`src/kbd_settings.svh`:
```
// ~~~~~~~~~~~~~~~~~~~~~~~~~~~~~~~~~~~~~~~~~~~~~~~~~~
// XT keyboard port constants
// Frame format, synchronizer depth and special codes
// ~~~~~~~~~~~~~~~~~~~~~~~~~~~~~~~~~~~~~~~~~~~~~~~~~~
`ifndef KBD_SETTINGS_SVH
`define KBD_SETTINGS_SVH

// Scan code and frame shape
`define KBD_SCAN_W        8
`define KBD_FRAME_BITS    11   // Start, 8 data, parity, stop

// Flops per keyboard line in the synchronizer
`define KBD_SYNC_STAGES   2

// Protocol bytes
`define KBD_BREAK_PREFIX  8'hF0  // Set-2 release prefix
`define KBD_BREAK_BIT     7      // Set-1 release flag
`define KBD_SELF_TEST_OK  8'hAA  // Reported after a keyboard reset

`endif

```
`src/kbd_pkg.sv`:
```
// ~~~~~~~~~~~~~~~~~~~~~~~~~~~~~~~~~~~~~~~~~~~~~~~~~~
// XT keyboard port types
// Scan-code type and state encodings
// ~~~~~~~~~~~~~~~~~~~~~~~~~~~~~~~~~~~~~~~~~~~~~~~~~~
`include "kbd_settings.svh"

package kbd_pkg;

	// One scan code, set 2 or set 1
	typedef logic [`KBD_SCAN_W-1:0] scan_code_t;

	// PS/2 receiver FSM
	typedef enum logic [1:0] {
		RX_IDLE,   // Waiting for start bit
		RX_DATA,   // Shifting eight data bits
		RX_PARITY,
		RX_STOP
	} rx_state_e;

	// Host side FSM
	typedef enum logic [2:0] {
		HS_IDLE,
		HS_HOLD,        // Code on pa, irq1 high
		HS_ACK,         // Waiting for pb7 to drop
		HS_BREAK_WAIT,  // Prefix seen
		HS_RST_LOW,     // pb6 held low
		HS_RST_WAIT     // pb6 released, waiting for pb7 low
	} host_state_e;

endpackage

```
`src/ps2_receiver.sv`:
```
// ~~~~~~~~~~~~~~~~~~~~~~~~~~~~~~~~~~~~~~~~~~~~~~~~~~
// PS/2 frame receiver
// Synchronizes keyboard clock and data, deserializes
// one 11-bit frame into a byte with a done strobe
// ~~~~~~~~~~~~~~~~~~~~~~~~~~~~~~~~~~~~~~~~~~~~~~~~~~
`timescale 1ns/1ps
`include "kbd_settings.svh"

module ps2_receiver import kbd_pkg::*; (
	input  logic       clk,
	input  logic       rst_n,
	input  logic       ps2_clk,
	input  logic       ps2_data,
	output scan_code_t rx_code,
	output logic       rx_done
);

	logic [`KBD_SYNC_STAGES-1:0] clk_sync;
	logic [`KBD_SYNC_STAGES-1:0] data_sync;
	logic                        clk_prev;
	logic                        clk_fall;
	logic                        data_bit;
	logic [3:0]                  edge_cnt;   // Falling edges seen in this frame
	scan_code_t                  shift_reg;
	rx_state_e                   state;

	// Both lines idle high
	always_ff @(posedge clk or negedge rst_n) begin
		if (!rst_n) begin
			clk_sync  <= '1;
			data_sync <= '1;
			clk_prev  <= 1'b1;
		end else begin
			clk_sync  <= {clk_sync[`KBD_SYNC_STAGES-2:0], ps2_clk};
			data_sync <= {data_sync[`KBD_SYNC_STAGES-2:0], ps2_data};
			clk_prev  <= clk_sync[`KBD_SYNC_STAGES-1];
		end
	end

	assign clk_fall = clk_prev & ~clk_sync[`KBD_SYNC_STAGES-1];
	assign data_bit = data_sync[`KBD_SYNC_STAGES-1]; // Same delay as the clock path

	// LSB arrives first, so shift in from the top
	always_ff @(posedge clk) begin
		if (clk_fall && state == RX_DATA) begin
			shift_reg <= {data_bit, shift_reg[`KBD_SCAN_W-1:1]};
		end
	end

	always_ff @(posedge clk or negedge rst_n) begin
		if (!rst_n) begin
			state    <= RX_IDLE;
			edge_cnt <= '0;
			rx_code  <= '0;
			rx_done  <= 1'b0;
		end else begin
			rx_done <= 1'b0;
			if (clk_fall) begin
				edge_cnt <= edge_cnt + 4'd1;
				case (state)
					RX_IDLE: begin
						// Only a low start bit opens a frame
						if (!data_bit) begin
							state    <= RX_DATA;
							edge_cnt <= 4'd1;
						end
					end
					RX_DATA: begin
						if (edge_cnt == 4'(`KBD_SCAN_W)) begin
							state <= RX_PARITY;
						end
					end
					RX_PARITY: state <= RX_STOP;  // Parity bit passed over
					RX_STOP: begin
						state    <= RX_IDLE;
						edge_cnt <= '0;
						// Framing check on the last edge
						if (edge_cnt == 4'(`KBD_FRAME_BITS - 1) && data_bit) begin
							rx_code <= shift_reg;
							rx_done <= 1'b1;
						end
					end
					default: state <= RX_IDLE;
				endcase
			end
		end
	end

	// Edges are at least two clk cycles apart after the synchronizer
	a_done_single: assert property (@(posedge clk) disable iff (!rst_n)
		rx_done |=> !rx_done)
		else $error("rx_done lasted two cycles");

endmodule

```
`src/scan_translator.sv`:
```
// ~~~~~~~~~~~~~~~~~~~~~~~~~~~~~~~~~~~~~~~~~~~~~~~~~~
// Scan code translator
// Maps set-2 keyboard codes to XT set-1 codes
// ~~~~~~~~~~~~~~~~~~~~~~~~~~~~~~~~~~~~~~~~~~~~~~~~~~
`timescale 1ns/1ps

module scan_translator import kbd_pkg::*; (
	input  scan_code_t rx_code,
	output scan_code_t xt_code
);

	always_comb begin
		case (rx_code)
			8'h00: xt_code = 8'hFF;  // Error / overrun
			8'h01: xt_code = 8'h43;
			8'h02: xt_code = 8'h41;
			8'h03: xt_code = 8'h3F;
			8'h04: xt_code = 8'h3D;
			8'h05: xt_code = 8'h3B;
			8'h06: xt_code = 8'h3C;
			8'h07: xt_code = 8'h58;
			8'h08: xt_code = 8'h64;
			8'h09: xt_code = 8'h44;
			8'h0A: xt_code = 8'h42;
			8'h0B: xt_code = 8'h40;
			8'h0C: xt_code = 8'h3E;
			8'h0D: xt_code = 8'h0F;
			8'h0E: xt_code = 8'h29;
			8'h0F: xt_code = 8'h59;
			8'h10: xt_code = 8'h65;
			8'h11: xt_code = 8'h38;
			8'h12: xt_code = 8'h2A;
			8'h13: xt_code = 8'h70;
			8'h14: xt_code = 8'h1D;
			8'h15: xt_code = 8'h10;
			8'h16: xt_code = 8'h02;
			8'h17: xt_code = 8'h5A;
			8'h18: xt_code = 8'h66;
			8'h19: xt_code = 8'h71;
			8'h1A: xt_code = 8'h2C;
			8'h1B: xt_code = 8'h1F;
			8'h1C: xt_code = 8'h1E;
			8'h1D: xt_code = 8'h11;
			8'h1E: xt_code = 8'h03;
			8'h1F: xt_code = 8'h5B;
			8'h20: xt_code = 8'h67;
			8'h21: xt_code = 8'h2E;
			8'h22: xt_code = 8'h2D;
			8'h23: xt_code = 8'h20;
			8'h24: xt_code = 8'h12;
			8'h25: xt_code = 8'h05;
			8'h26: xt_code = 8'h04;
			8'h27: xt_code = 8'h5C;
			8'h28: xt_code = 8'h68;
			8'h29: xt_code = 8'h39;  // Space
			8'h2A: xt_code = 8'h2F;
			8'h2B: xt_code = 8'h21;
			8'h2C: xt_code = 8'h14;
			8'h2D: xt_code = 8'h13;
			8'h2E: xt_code = 8'h06;
			8'h2F: xt_code = 8'h5D;
			8'h30: xt_code = 8'h69;
			8'h31: xt_code = 8'h31;
			8'h32: xt_code = 8'h30;
			8'h33: xt_code = 8'h23;
			8'h34: xt_code = 8'h22;
			8'h35: xt_code = 8'h15;
			8'h36: xt_code = 8'h07;
			8'h37: xt_code = 8'h5E;
			8'h38: xt_code = 8'h6A;
			8'h39: xt_code = 8'h72;
			8'h3A: xt_code = 8'h32;
			8'h3B: xt_code = 8'h24;
			8'h3C: xt_code = 8'h16;
			8'h3D: xt_code = 8'h08;
			8'h3E: xt_code = 8'h09;
			8'h3F: xt_code = 8'h5F;
			8'h40: xt_code = 8'h6B;
			8'h41: xt_code = 8'h33;
			8'h42: xt_code = 8'h25;
			8'h43: xt_code = 8'h17;
			8'h44: xt_code = 8'h18;
			8'h45: xt_code = 8'h0B;
			8'h46: xt_code = 8'h0A;
			8'h47: xt_code = 8'h60;
			8'h48: xt_code = 8'h6C;
			8'h49: xt_code = 8'h34;
			8'h4A: xt_code = 8'h35;
			8'h4B: xt_code = 8'h26;
			8'h4C: xt_code = 8'h27;
			8'h4D: xt_code = 8'h19;
			8'h4E: xt_code = 8'h0C;
			8'h4F: xt_code = 8'h61;
			8'h50: xt_code = 8'h6D;
			8'h51: xt_code = 8'h73;
			8'h52: xt_code = 8'h28;
			8'h53: xt_code = 8'h74;
			8'h54: xt_code = 8'h1A;
			8'h55: xt_code = 8'h0D;
			8'h56: xt_code = 8'h62;
			8'h57: xt_code = 8'h6E;
			8'h58: xt_code = 8'h3A;
			8'h59: xt_code = 8'h36;
			8'h5A: xt_code = 8'h1C;  // Enter
			8'h5B: xt_code = 8'h1B;
			8'h5C: xt_code = 8'h75;
			8'h5D: xt_code = 8'h2B;
			8'h5E: xt_code = 8'h63;
			8'h5F: xt_code = 8'h76;
			8'h60: xt_code = 8'h55;
			8'h61: xt_code = 8'h56;
			8'h62: xt_code = 8'h77;
			8'h63: xt_code = 8'h78;
			8'h64: xt_code = 8'h79;
			8'h65: xt_code = 8'h7A;
			8'h66: xt_code = 8'h0E;
			8'h67: xt_code = 8'h7B;
			8'h68: xt_code = 8'h7C;
			8'h69: xt_code = 8'h4F;
			8'h6A: xt_code = 8'h7D;
			8'h6B: xt_code = 8'h4B;
			8'h6C: xt_code = 8'h47;
			8'h6D: xt_code = 8'h7E;
			8'h6E: xt_code = 8'h7F;
			8'h6F: xt_code = 8'h6F;
			8'h70: xt_code = 8'h52;
			8'h71: xt_code = 8'h53;
			8'h72: xt_code = 8'h50;
			8'h73: xt_code = 8'h4C;
			8'h74: xt_code = 8'h4D;
			8'h75: xt_code = 8'h48;
			8'h76: xt_code = 8'h01;  // Escape
			8'h77: xt_code = 8'h45;
			8'h78: xt_code = 8'h57;
			8'h79: xt_code = 8'h4E;
			8'h7A: xt_code = 8'h51;
			8'h7B: xt_code = 8'h4A;
			8'h7C: xt_code = 8'h37;
			8'h7D: xt_code = 8'h49;
			8'h7E: xt_code = 8'h46;
			8'h7F: xt_code = 8'h54;
			8'h80: xt_code = 8'h80;
			8'h81: xt_code = 8'h81;
			8'h82: xt_code = 8'h82;
			8'h83: xt_code = 8'h41;  // F7
			8'h84: xt_code = 8'h54;
			// Upper range passes through, 0xF0 included
			default: xt_code = rx_code;
		endcase
	end

endmodule

```
`src/xt_host_fsm.sv`:
```
// ~~~~~~~~~~~~~~~~~~~~~~~~~~~~~~~~~~~~~~~~~~~~~~~~~~
// XT host side state machine
// Presents codes on pa with irq1, forms break codes,
// waits for the pb7 acknowledge, answers pb6 reset
// ~~~~~~~~~~~~~~~~~~~~~~~~~~~~~~~~~~~~~~~~~~~~~~~~~~
`timescale 1ns/1ps
`include "kbd_settings.svh"

module xt_host_fsm import kbd_pkg::*; (
	input  logic       clk,
	input  logic       rst_n,
	input  logic       rx_done,
	input  scan_code_t xt_code,
	input  logic       pb6,
	input  logic       pb7,
	output scan_code_t pa,
	output logic       irq1
);

	host_state_e state;
	logic        is_prefix;
	scan_code_t  break_code;

	// Translator passes 0xF0 through unchanged
	assign is_prefix = (xt_code == `KBD_BREAK_PREFIX);

	always_comb begin
		break_code = xt_code;
		break_code[`KBD_BREAK_BIT] = 1'b1;
	end

	always_ff @(posedge clk or negedge rst_n) begin
		if (!rst_n) begin
			state <= HS_IDLE;
			pa    <= '0;
			irq1  <= 1'b0;
		end else if (!pb6) begin
			// Keyboard reset from the host wins everywhere, pa held
			state <= HS_RST_LOW;
			irq1  <= 1'b0;
		end else begin
			case (state)
				HS_IDLE: begin
					if (rx_done) begin
						if (is_prefix) begin
							state <= HS_BREAK_WAIT;
						end else begin
							state <= HS_HOLD;
							pa    <= xt_code;
							irq1  <= 1'b1;
						end
					end
				end
				HS_BREAK_WAIT: begin
					if (rx_done && !is_prefix) begin // Repeated prefix keeps waiting
						state <= HS_HOLD;
						pa    <= break_code;
						irq1  <= 1'b1;
					end
				end
				HS_HOLD: begin
					// Frames arriving here are dropped
					if (pb7) begin
						state <= HS_ACK;
						pa    <= '0;
						irq1  <= 1'b0;
					end
				end
				HS_ACK: begin
					if (!pb7) begin
						state <= HS_IDLE;
					end
				end
				HS_RST_LOW: begin
					state <= HS_RST_WAIT;  // pb6 is high here
				end
				HS_RST_WAIT: begin
					if (!pb7) begin
						state <= HS_HOLD;
						pa    <= `KBD_SELF_TEST_OK;
						irq1  <= 1'b1;
					end
				end
				default: begin
					state <= HS_IDLE;
					pa    <= '0;
					irq1  <= 1'b0;
				end
			endcase
		end
	end

	// Request only while a code is being held for the host
	a_irq_in_hold: assert property (@(posedge clk) disable iff (!rst_n)
		irq1 |-> state == HS_HOLD)
		else $error("irq1 high outside HS_HOLD");

	// Every way back to idle goes through a cleared pa
	a_pa_idle_zero: assert property (@(posedge clk) disable iff (!rst_n)
		state == HS_IDLE |-> pa == '0)
		else $error("pa not zero in HS_IDLE");

endmodule

```
`src/xt_keyboard_port.sv`:
```
// ~~~~~~~~~~~~~~~~~~~~~~~~~~~~~~~~~~~~~~~~~~~~~~~~~~
// XT keyboard port top level
// PS/2 receiver, set-2 to set-1 translation and
// the host handshake on pa, irq1, pb6 and pb7
// ~~~~~~~~~~~~~~~~~~~~~~~~~~~~~~~~~~~~~~~~~~~~~~~~~~
`timescale 1ns/1ps

module xt_keyboard_port import kbd_pkg::*; (
	input  logic       clk,
	input  logic       rst_n,
	input  logic       ps2_clk,
	input  logic       ps2_data,
	input  logic       pb6,
	input  logic       pb7,
	output scan_code_t pa,
	output logic       irq1
);

	scan_code_t rx_code;  // Set-2 byte from the keyboard
	scan_code_t xt_code;
	logic       rx_done;

	ps2_receiver ps2_receiver_i (
		.clk      (clk),
		.rst_n    (rst_n),
		.ps2_clk  (ps2_clk),
		.ps2_data (ps2_data),
		.rx_code  (rx_code),
		.rx_done  (rx_done)
	);

	scan_translator scan_translator_i (
		.rx_code (rx_code),
		.xt_code (xt_code)
	);

	// irq1 follows rx_done by one clk
	xt_host_fsm xt_host_fsm_i (
		.clk     (clk),
		.rst_n   (rst_n),
		.rx_done (rx_done),
		.xt_code (xt_code),
		.pb6     (pb6),
		.pb7     (pb7),
		.pa      (pa),
		.irq1    (irq1)
	);

endmodule

```
`config.mk`:
```
export PLATFORM = sky130hd
export DESIGN_NAME = xt_keyboard_port
export DESIGN_NICKNAME = d
export VERILOG_FILES = /design/src/kbd_pkg.sv /design/src/ps2_receiver.sv /design/src/scan_translator.sv /design/src/xt_host_fsm.sv /design/src/xt_keyboard_port.sv
export VERILOG_INCLUDE_DIRS = /design/src /design/src/src
export SDC_FILE = /design/constraint.sdc
export NUM_CORES = 1
export LEC_CHECK = 0
export BUFFER_PORTS_ARGS = -buffer_cell sky130_fd_sc_hd__clkbuf_2
export CAP_MARGIN = 20
export CORE_MARGIN = 5
export CORE_UTILIZATION = 60
export DETAILED_ROUTE_END_ITERATION = 8
export GPL_TIMING_DRIVEN = 0
export HOLD_SLACK_MARGIN = 0.15
export PLACE_DENSITY = 0.78
export SYNTH_ARGS = -nofsm -noshare
export SYNTH_HDL_FRONTEND = slang
export SYNTH_HIERARCHICAL = 1
export SYNTH_SLANG_ARGS = --single-unit
```
`constraint.sdc`:
```
create_clock -name clk -period 12.05 [get_ports clk]
set_clock_uncertainty 0.15 [all_clocks]
set_input_delay 1.8075 -clock clk [delete_from_list [all_inputs] [get_ports clk]]
set_output_delay 1.8075 -clock clk [all_outputs]
set_load 0.02 [all_outputs]
```
# After elaboration in Yosys (flattened, before gate mapping)
# Cells that the tools add are included.
[classes] add_sub_neg=1 eq_ne=157 muxes=30 bitwise_logic=3 reduce_logical=15
[op_table] cell="$pmux 8 s131" count=1
[op_table] cell="$eq 8x7->1 const B" count=64
[op_table] cell="$eq 8x6->1 const B" count=32
[op_table] cell="$eq 8x5->1 const B" count=16
[op_table] cell="$eq 8x4->1 const B" count=8
[op_table] cell="$eq 8x8->1 const B" count=6
[op_table] cell="$mux 8" count=5
[op_table] cell="$pmux 8 s5" count=1
[op_table] cell="$eq 8x3->1 const B" count=4
[op_table] cell="$mux 3" count=6
[op_table] cell="$pmux 3 s6" count=1
[op_table] cell="$eq 8x2->1 const B" count=2
[op_table] cell="$ne 3x3->1 const B" count=5
[op_table] cell="$ne 2x2->1 const B" count=7
[op_table] cell="$mux 1" count=9
[op_table] cell="$eq 4x4->1 const B" count=2
[op_table] cell="$eq 8x1->1 const B" count=1
[op_table] cell="$logic_not 8->1" count=1
[op_table] cell="$pmux 2 s4" count=1
[op_table] cell="$pmux 4 s2" count=1
[op_table] cell="$reduce_and 7->1" count=1
[op_table] cell="$eq 3x2->1 const B" count=2
[op_table] cell="$eq 3x3->1 const B" count=2
[op_table] cell="$mux 2" count=3
[op_table] cell="18 further kinds" count=25
[word_totals] ff_bits=40 inputBits=6 output_inout_bits=9 elab_cells=217

# Longest topological paths before layout
[logic_depth] ltp_word=9 depth_mapped=14 depth_no_buf=10

# By module
# Netlist, hierarchy kept.
[modules_own_cells] module="scan_translator" instances=1 cells_per_inst=376 area_each_um2=2389.8 seq_area_each_um2=0.0
[modules_own_cells] module="ps2_receiver" instances=1 cells_per_inst=73 area_each_um2=1127.3 seq_area_each_um2=747.0
[modules_own_cells] module="xt_host_fsm" instances=1 cells_per_inst=72 area_each_um2=719.4 seq_area_each_um2=300.3

# Worst setup path after synthesis
# Ideal clock, no wire load.
[synth_timing] path_type="flip-flop to flip-flop" start="register ps2_receiver_i.rx_code[4]" end="register xt_host_fsm_i.pa[7]" setup_time_ns=0.125 arrival_time_ns=3.697 required_ns=11.775 path_slack_ns=8.078 path_stages_with_launch=13 n_path_buf=2 synth_period_minus_slack_ns=3.972 path_cell_list="dfrtp_1 -> buf_2 -> buf_2 -> o21bai_1 -> a22oi_1 -> o32ai_1 -> or3_4 -> nor4_4 -> mux2_2 -> or4b_1 -> o21ai_1 -> a311oi_4 -> mux2_4"
[synth_via] elab_chain_cells=8 elab_cells_between_ends=145 classes_between="eq/ne: 135; mux: 4; reduce/logical: 6"
[synth_rtl] element="start: declaration" line_no="ps2_receiver.sv:14" source="output scan_code_t rx_code,"
[synth_rtl] element="start signal: assignment" line_no="ps2_receiver.sv:79" source="rx_code <= shift_reg;"
[synth_rtl] element="$eq 8x7->1, or another cell as far along" line_no="scan_translator.sv:13" source="case (rx_code)"
[synth_rtl] element="$reduce_or 2->1 (no source line)"
[synth_rtl] element="$pmux 8 s131 (*)" line_no="scan_translator.sv:13"
[synth_rtl] element="net xt_code[0]" line_no="xt_keyboard_port.sv:20" source="scan_code_t xt_code;"
[synth_rtl] element="$eq 8x8->1 (no source line) (*)"
[synth_rtl] element="$logic_not 1->1" line_no="xt_host_fsm.sv:55" source="if (rx_done && !is_prefix) begin"
[synth_rtl] element="$logic_and 1x1->1" line_no="xt_host_fsm.sv:55"
[synth_rtl] element="$ne 2x1->1 (no source line)"
[synth_rtl] element="$reduce_and 7->1 (no source line) (*)"
[synth_rtl] element="end signal: assignment" line_no="xt_host_fsm.sv:49" source="pa <= xt_code;"
[synth_rtl] element="end signal: assignment" line_no="xt_host_fsm.sv:57" source="pa <= break_code;"
[synth_rtl] element="end signal: assignment" line_no="xt_host_fsm.sv:80" source="pa <= `KBD_SELF_TEST_OK;"
[synth_rtl] element="end: declaration" line_no="xt_host_fsm.sv:16" source="output scan_code_t pa,"
# Mark *: on every way through the listed nets, which the timed path passes. The rest lies on a longest branch. The select of a mux whose other input is x is not followed.
# A chain may end at the register's enable or synchronous reset.

# Final worst setup path
[layout_timing] start="register ps2_receiver_i.rx_code[3]" end="register xt_host_fsm_i.pa[7]"
# The elaborated chain is that of the path after synthesis.

==> flow_summary.ini <==
[run_status]
outcome = completed

[min_path]
min_path_type = register to register

[floorplan]
die_w_um = 94.0
die_area_um2 = 8840
start_util_pct = 62.0
die_h_um = 94.0
coreArea_um2 = 6830
boundaryPins = 15
rows = 30

[route]
drc_errors = 0
drt-total-wl_mm = 15.8
via_count = 4890
dr.first_iter.drc_count = 928
routedWlPerCell_um = 24.7
first_pass_iters = 6
ant_nets = 0
via_per_inst = 7.64

[run]
cap_viol_max_count = 0

[power_and_ir_drop]
cellPowerDensity_nw_per_um2 = 191
swShare_pct = 49.4
power_frac_seq_pct = 22.2
comb_power_share_pct = 65.4
p_switching_w = 0.000430
leakage_nw = 1.66
clockPowerShare_pct = 12.4
internal_power_w = 0.000439
vdd.ir_drop.worst_v = 0.000184

[yosys]
yosys_warnings = 6
postSynthRegisterBits = 40
synth-xor-area-share_pct = 1.03
synth_adder_area_share_pct = 2.07
syn_nets = 534
synth_flop_cell = dfrtp_1
synth_common_cells = 36 x clkbuf_1, 33 x o21ai_0, 32 x a21oi_1
ys_types = 86
yosysTopAreaCell = dfrtp_1
async_reset_ff_share_pct = 80.0
synth_top_area_share_pct = 15.9
synth_top_family_by_area = compound AO/OA/AOI/OAI gates
synth_edf_count = 8
synth_area_um2 = 4240
synth-compound-area-share_pct = 29.7
synthCells = 521
synthMuxAreaShare_pct = 7.18
yosysMostFrequentCell = clkbuf_1
synth_area_leaders = dfrtp_1 16%, edfxtp_1 5.7%, mux2_2 4.0%
synth-simple-area-share_pct = 26.5
synth-seq-area-share_pct = 24.7
avgSynthCellArea_um2 = 8.13

[layout]
n_antenna_cell = 0
nNetsFinal = 556
syn_to_final_growth_pct = 7.24
fin_area_um2 = 4540
fin_util_pct = 66.5
drive_gt1_share_pct = 16.9

[timing]
setup_viol = 0
period_share_pct = 40.7
rsz0062_at_grt = false
layout_min_cycle_time_ps = 4910
hold_violations = 0
drv_slew = 0
setup_tns_ps = 0
max_freq_mhz = 204
tightest_slew_ps = 1140
slew_headroom_pct = 23.2

[placement]
place.gp.congestion = 1.11
dp_hpwl_mm = 11.1
placedInstanceArea_um2 = 4430
port_buffers = 14

[grt]
grt_pass1_vias = 4637
grt_max_degree = 33
grt-ovfl-total = 0
grt_pass1_wl_mm = 25.1
antenna_found_initial = 0
track_usage_pct = 36.5

[cts]
cts_sinks = 40
cts_tree = done
clk_latency_ps = 290
cts_buffers = 5
cts_buffer_depth = 2
holdBufCountCts = 0
clk_pin_slew_ps = 80
cts_resized = 0
post_cts_buffers = 0
htree_levels = 2
clockRootBuffer = clkbuf_8

[worst_setup_path]
path_class = register to register
required_ps = 12070
cp-start-kind = register
critical_path_arrival_ps = 4930
end_kind = register
crit_path_max_fanout = 10
[logic make-up after synthesis]
group           after synthesis
mux                          28
xor+xnor                      5
buf+inv                      84
fa+ha+maj                     7
simple gates                182
compound gates              175
flops                        40
[power by group through the flow]
stage	clock network (W)	registers [W]	logic (W)
floorplan	0	0.000198	0.000378
global placement	0	0.000190	0.000527
detailed placement	0	0.000194	0.000532
CTS	0.000110	0.000192	0.000539
global route	0.000116	0.000197	0.000599
finish	0.000108	0.000193	0.000568
[cell usage in the layout, fill, tap and decap left out, types with 5 or more instances in the layout]
master | Yosys | routed
nor3b_1 | 5 | 5
dfrtp_1 | 27 | 27
nand3_1 | 21 | 21
o21ai_0 | 33 | 33
nor2b_1 | 16 | 16
nand4_1 | 8 | 8
clkbuf_8 | 0 | 5
ha_1 | 7 | 7
a31oi_1 | 10 | 10
nor2_1 | 27 | 27
o211ai_1 | 6 | 6
mux2i_1 | 12 | 12
buf_2 | 17 | 18
nor4bb_1 | 7 | 7
clkbuf_2 | 0 | 14
nor3_1 | 9 | 9
edfxtp_1 | 8 | 8
nor4_1 | 8 | 8
a22oi_1 | 10 | 10
o22ai_1 | 9 | 9
inv_1 | 19 | 19
a211oi_1 | 9 | 9
or2_2 | 5 | 5
nand2_1 | 29 | 29
clkbuf_1 | 36 | 36
and2_1 | 5 | 5
dfstp_2 | 5 | 5
nor4b_1 | 6 | 6
a32oi_1 | 5 | 5
mux2_2 | 15 | 15
o32ai_1 | 6 | 6
a21oi_1 | 32 | 32
[worst max-delay path, cell delays in order (launching register included)]
cell,delay [ps]
dfrtp_1,400
buf_2,250
clkbuf_1,400
clkbuf_1,420
clkbuf_1,590
o32ai_1,300
nor4_1,270
nand4_1,200
mux2_2,320
or4b_1,550
o21ai_1,330
a311oi_4,270
mux2_4,350
[final timing paths]
check | startpoint | endpoint | slack, ps | depth (start not counted)
setup / recovery | ps2_receiver_i/rx_code[3] | xt_host_fsm_i/pa[7] | 7140 | 12
hold / removal | ps2_receiver_i/clk_sync[0] | ps2_receiver_i/clk_sync[1] | 210 | 0
setup reg to reg | ps2_receiver_i/rx_code[3] | xt_host_fsm_i/pa[7] | 7140 | 12
hold reg to reg | ps2_receiver_i/clk_sync[0] | ps2_receiver_i/clk_sync[1] | 210 | 0
max in group asynchronous | rst_n | xt_host_fsm_i/state[0] | 9830 | 1
min in group asynchronous | rst_n | ps2_receiver_i/rx_code[5] | 1430 | 1
[layer usage]
metal	up-vias	track usage, %	part of all wire (%)
met3	116	8.49	14
li1	2050	-	-
met2	484	55.1	43
met5	-	0	0
met4	0	22.9	8.1
met1	2240	46.8	36
[cell type report]
cell class / instances / area (um2)
Multi-Input combinational cell: 397 / 2820
Sequential cell: 40 / 1050
Clock inverter: 3 / 42.5
Inverter: 21 / 78.8
Fill cell: 530 / 2290
Buffer: 63 / 295
Tap cell: 96 / 120
Clock buffer: 5 / 68.8
Timing Repair Buffer: 15 / 75.1
[per-stage QoR]
stage,std cells,hold WS [ps],worst slack (ps),total power (W)
2_1_floorplan,521,195,8080,0.000576
3_3_place_gp,631,195,7410,0.000717
3_5_place_dp,632,199,7400,0.000726
4_1_cts,640,210,7330,0.000841
5_1_grt,640,217,7090,0.000912
6_report,640,208,7140,0.000869
Note: power is estimated with default switching activity, not from simulation.
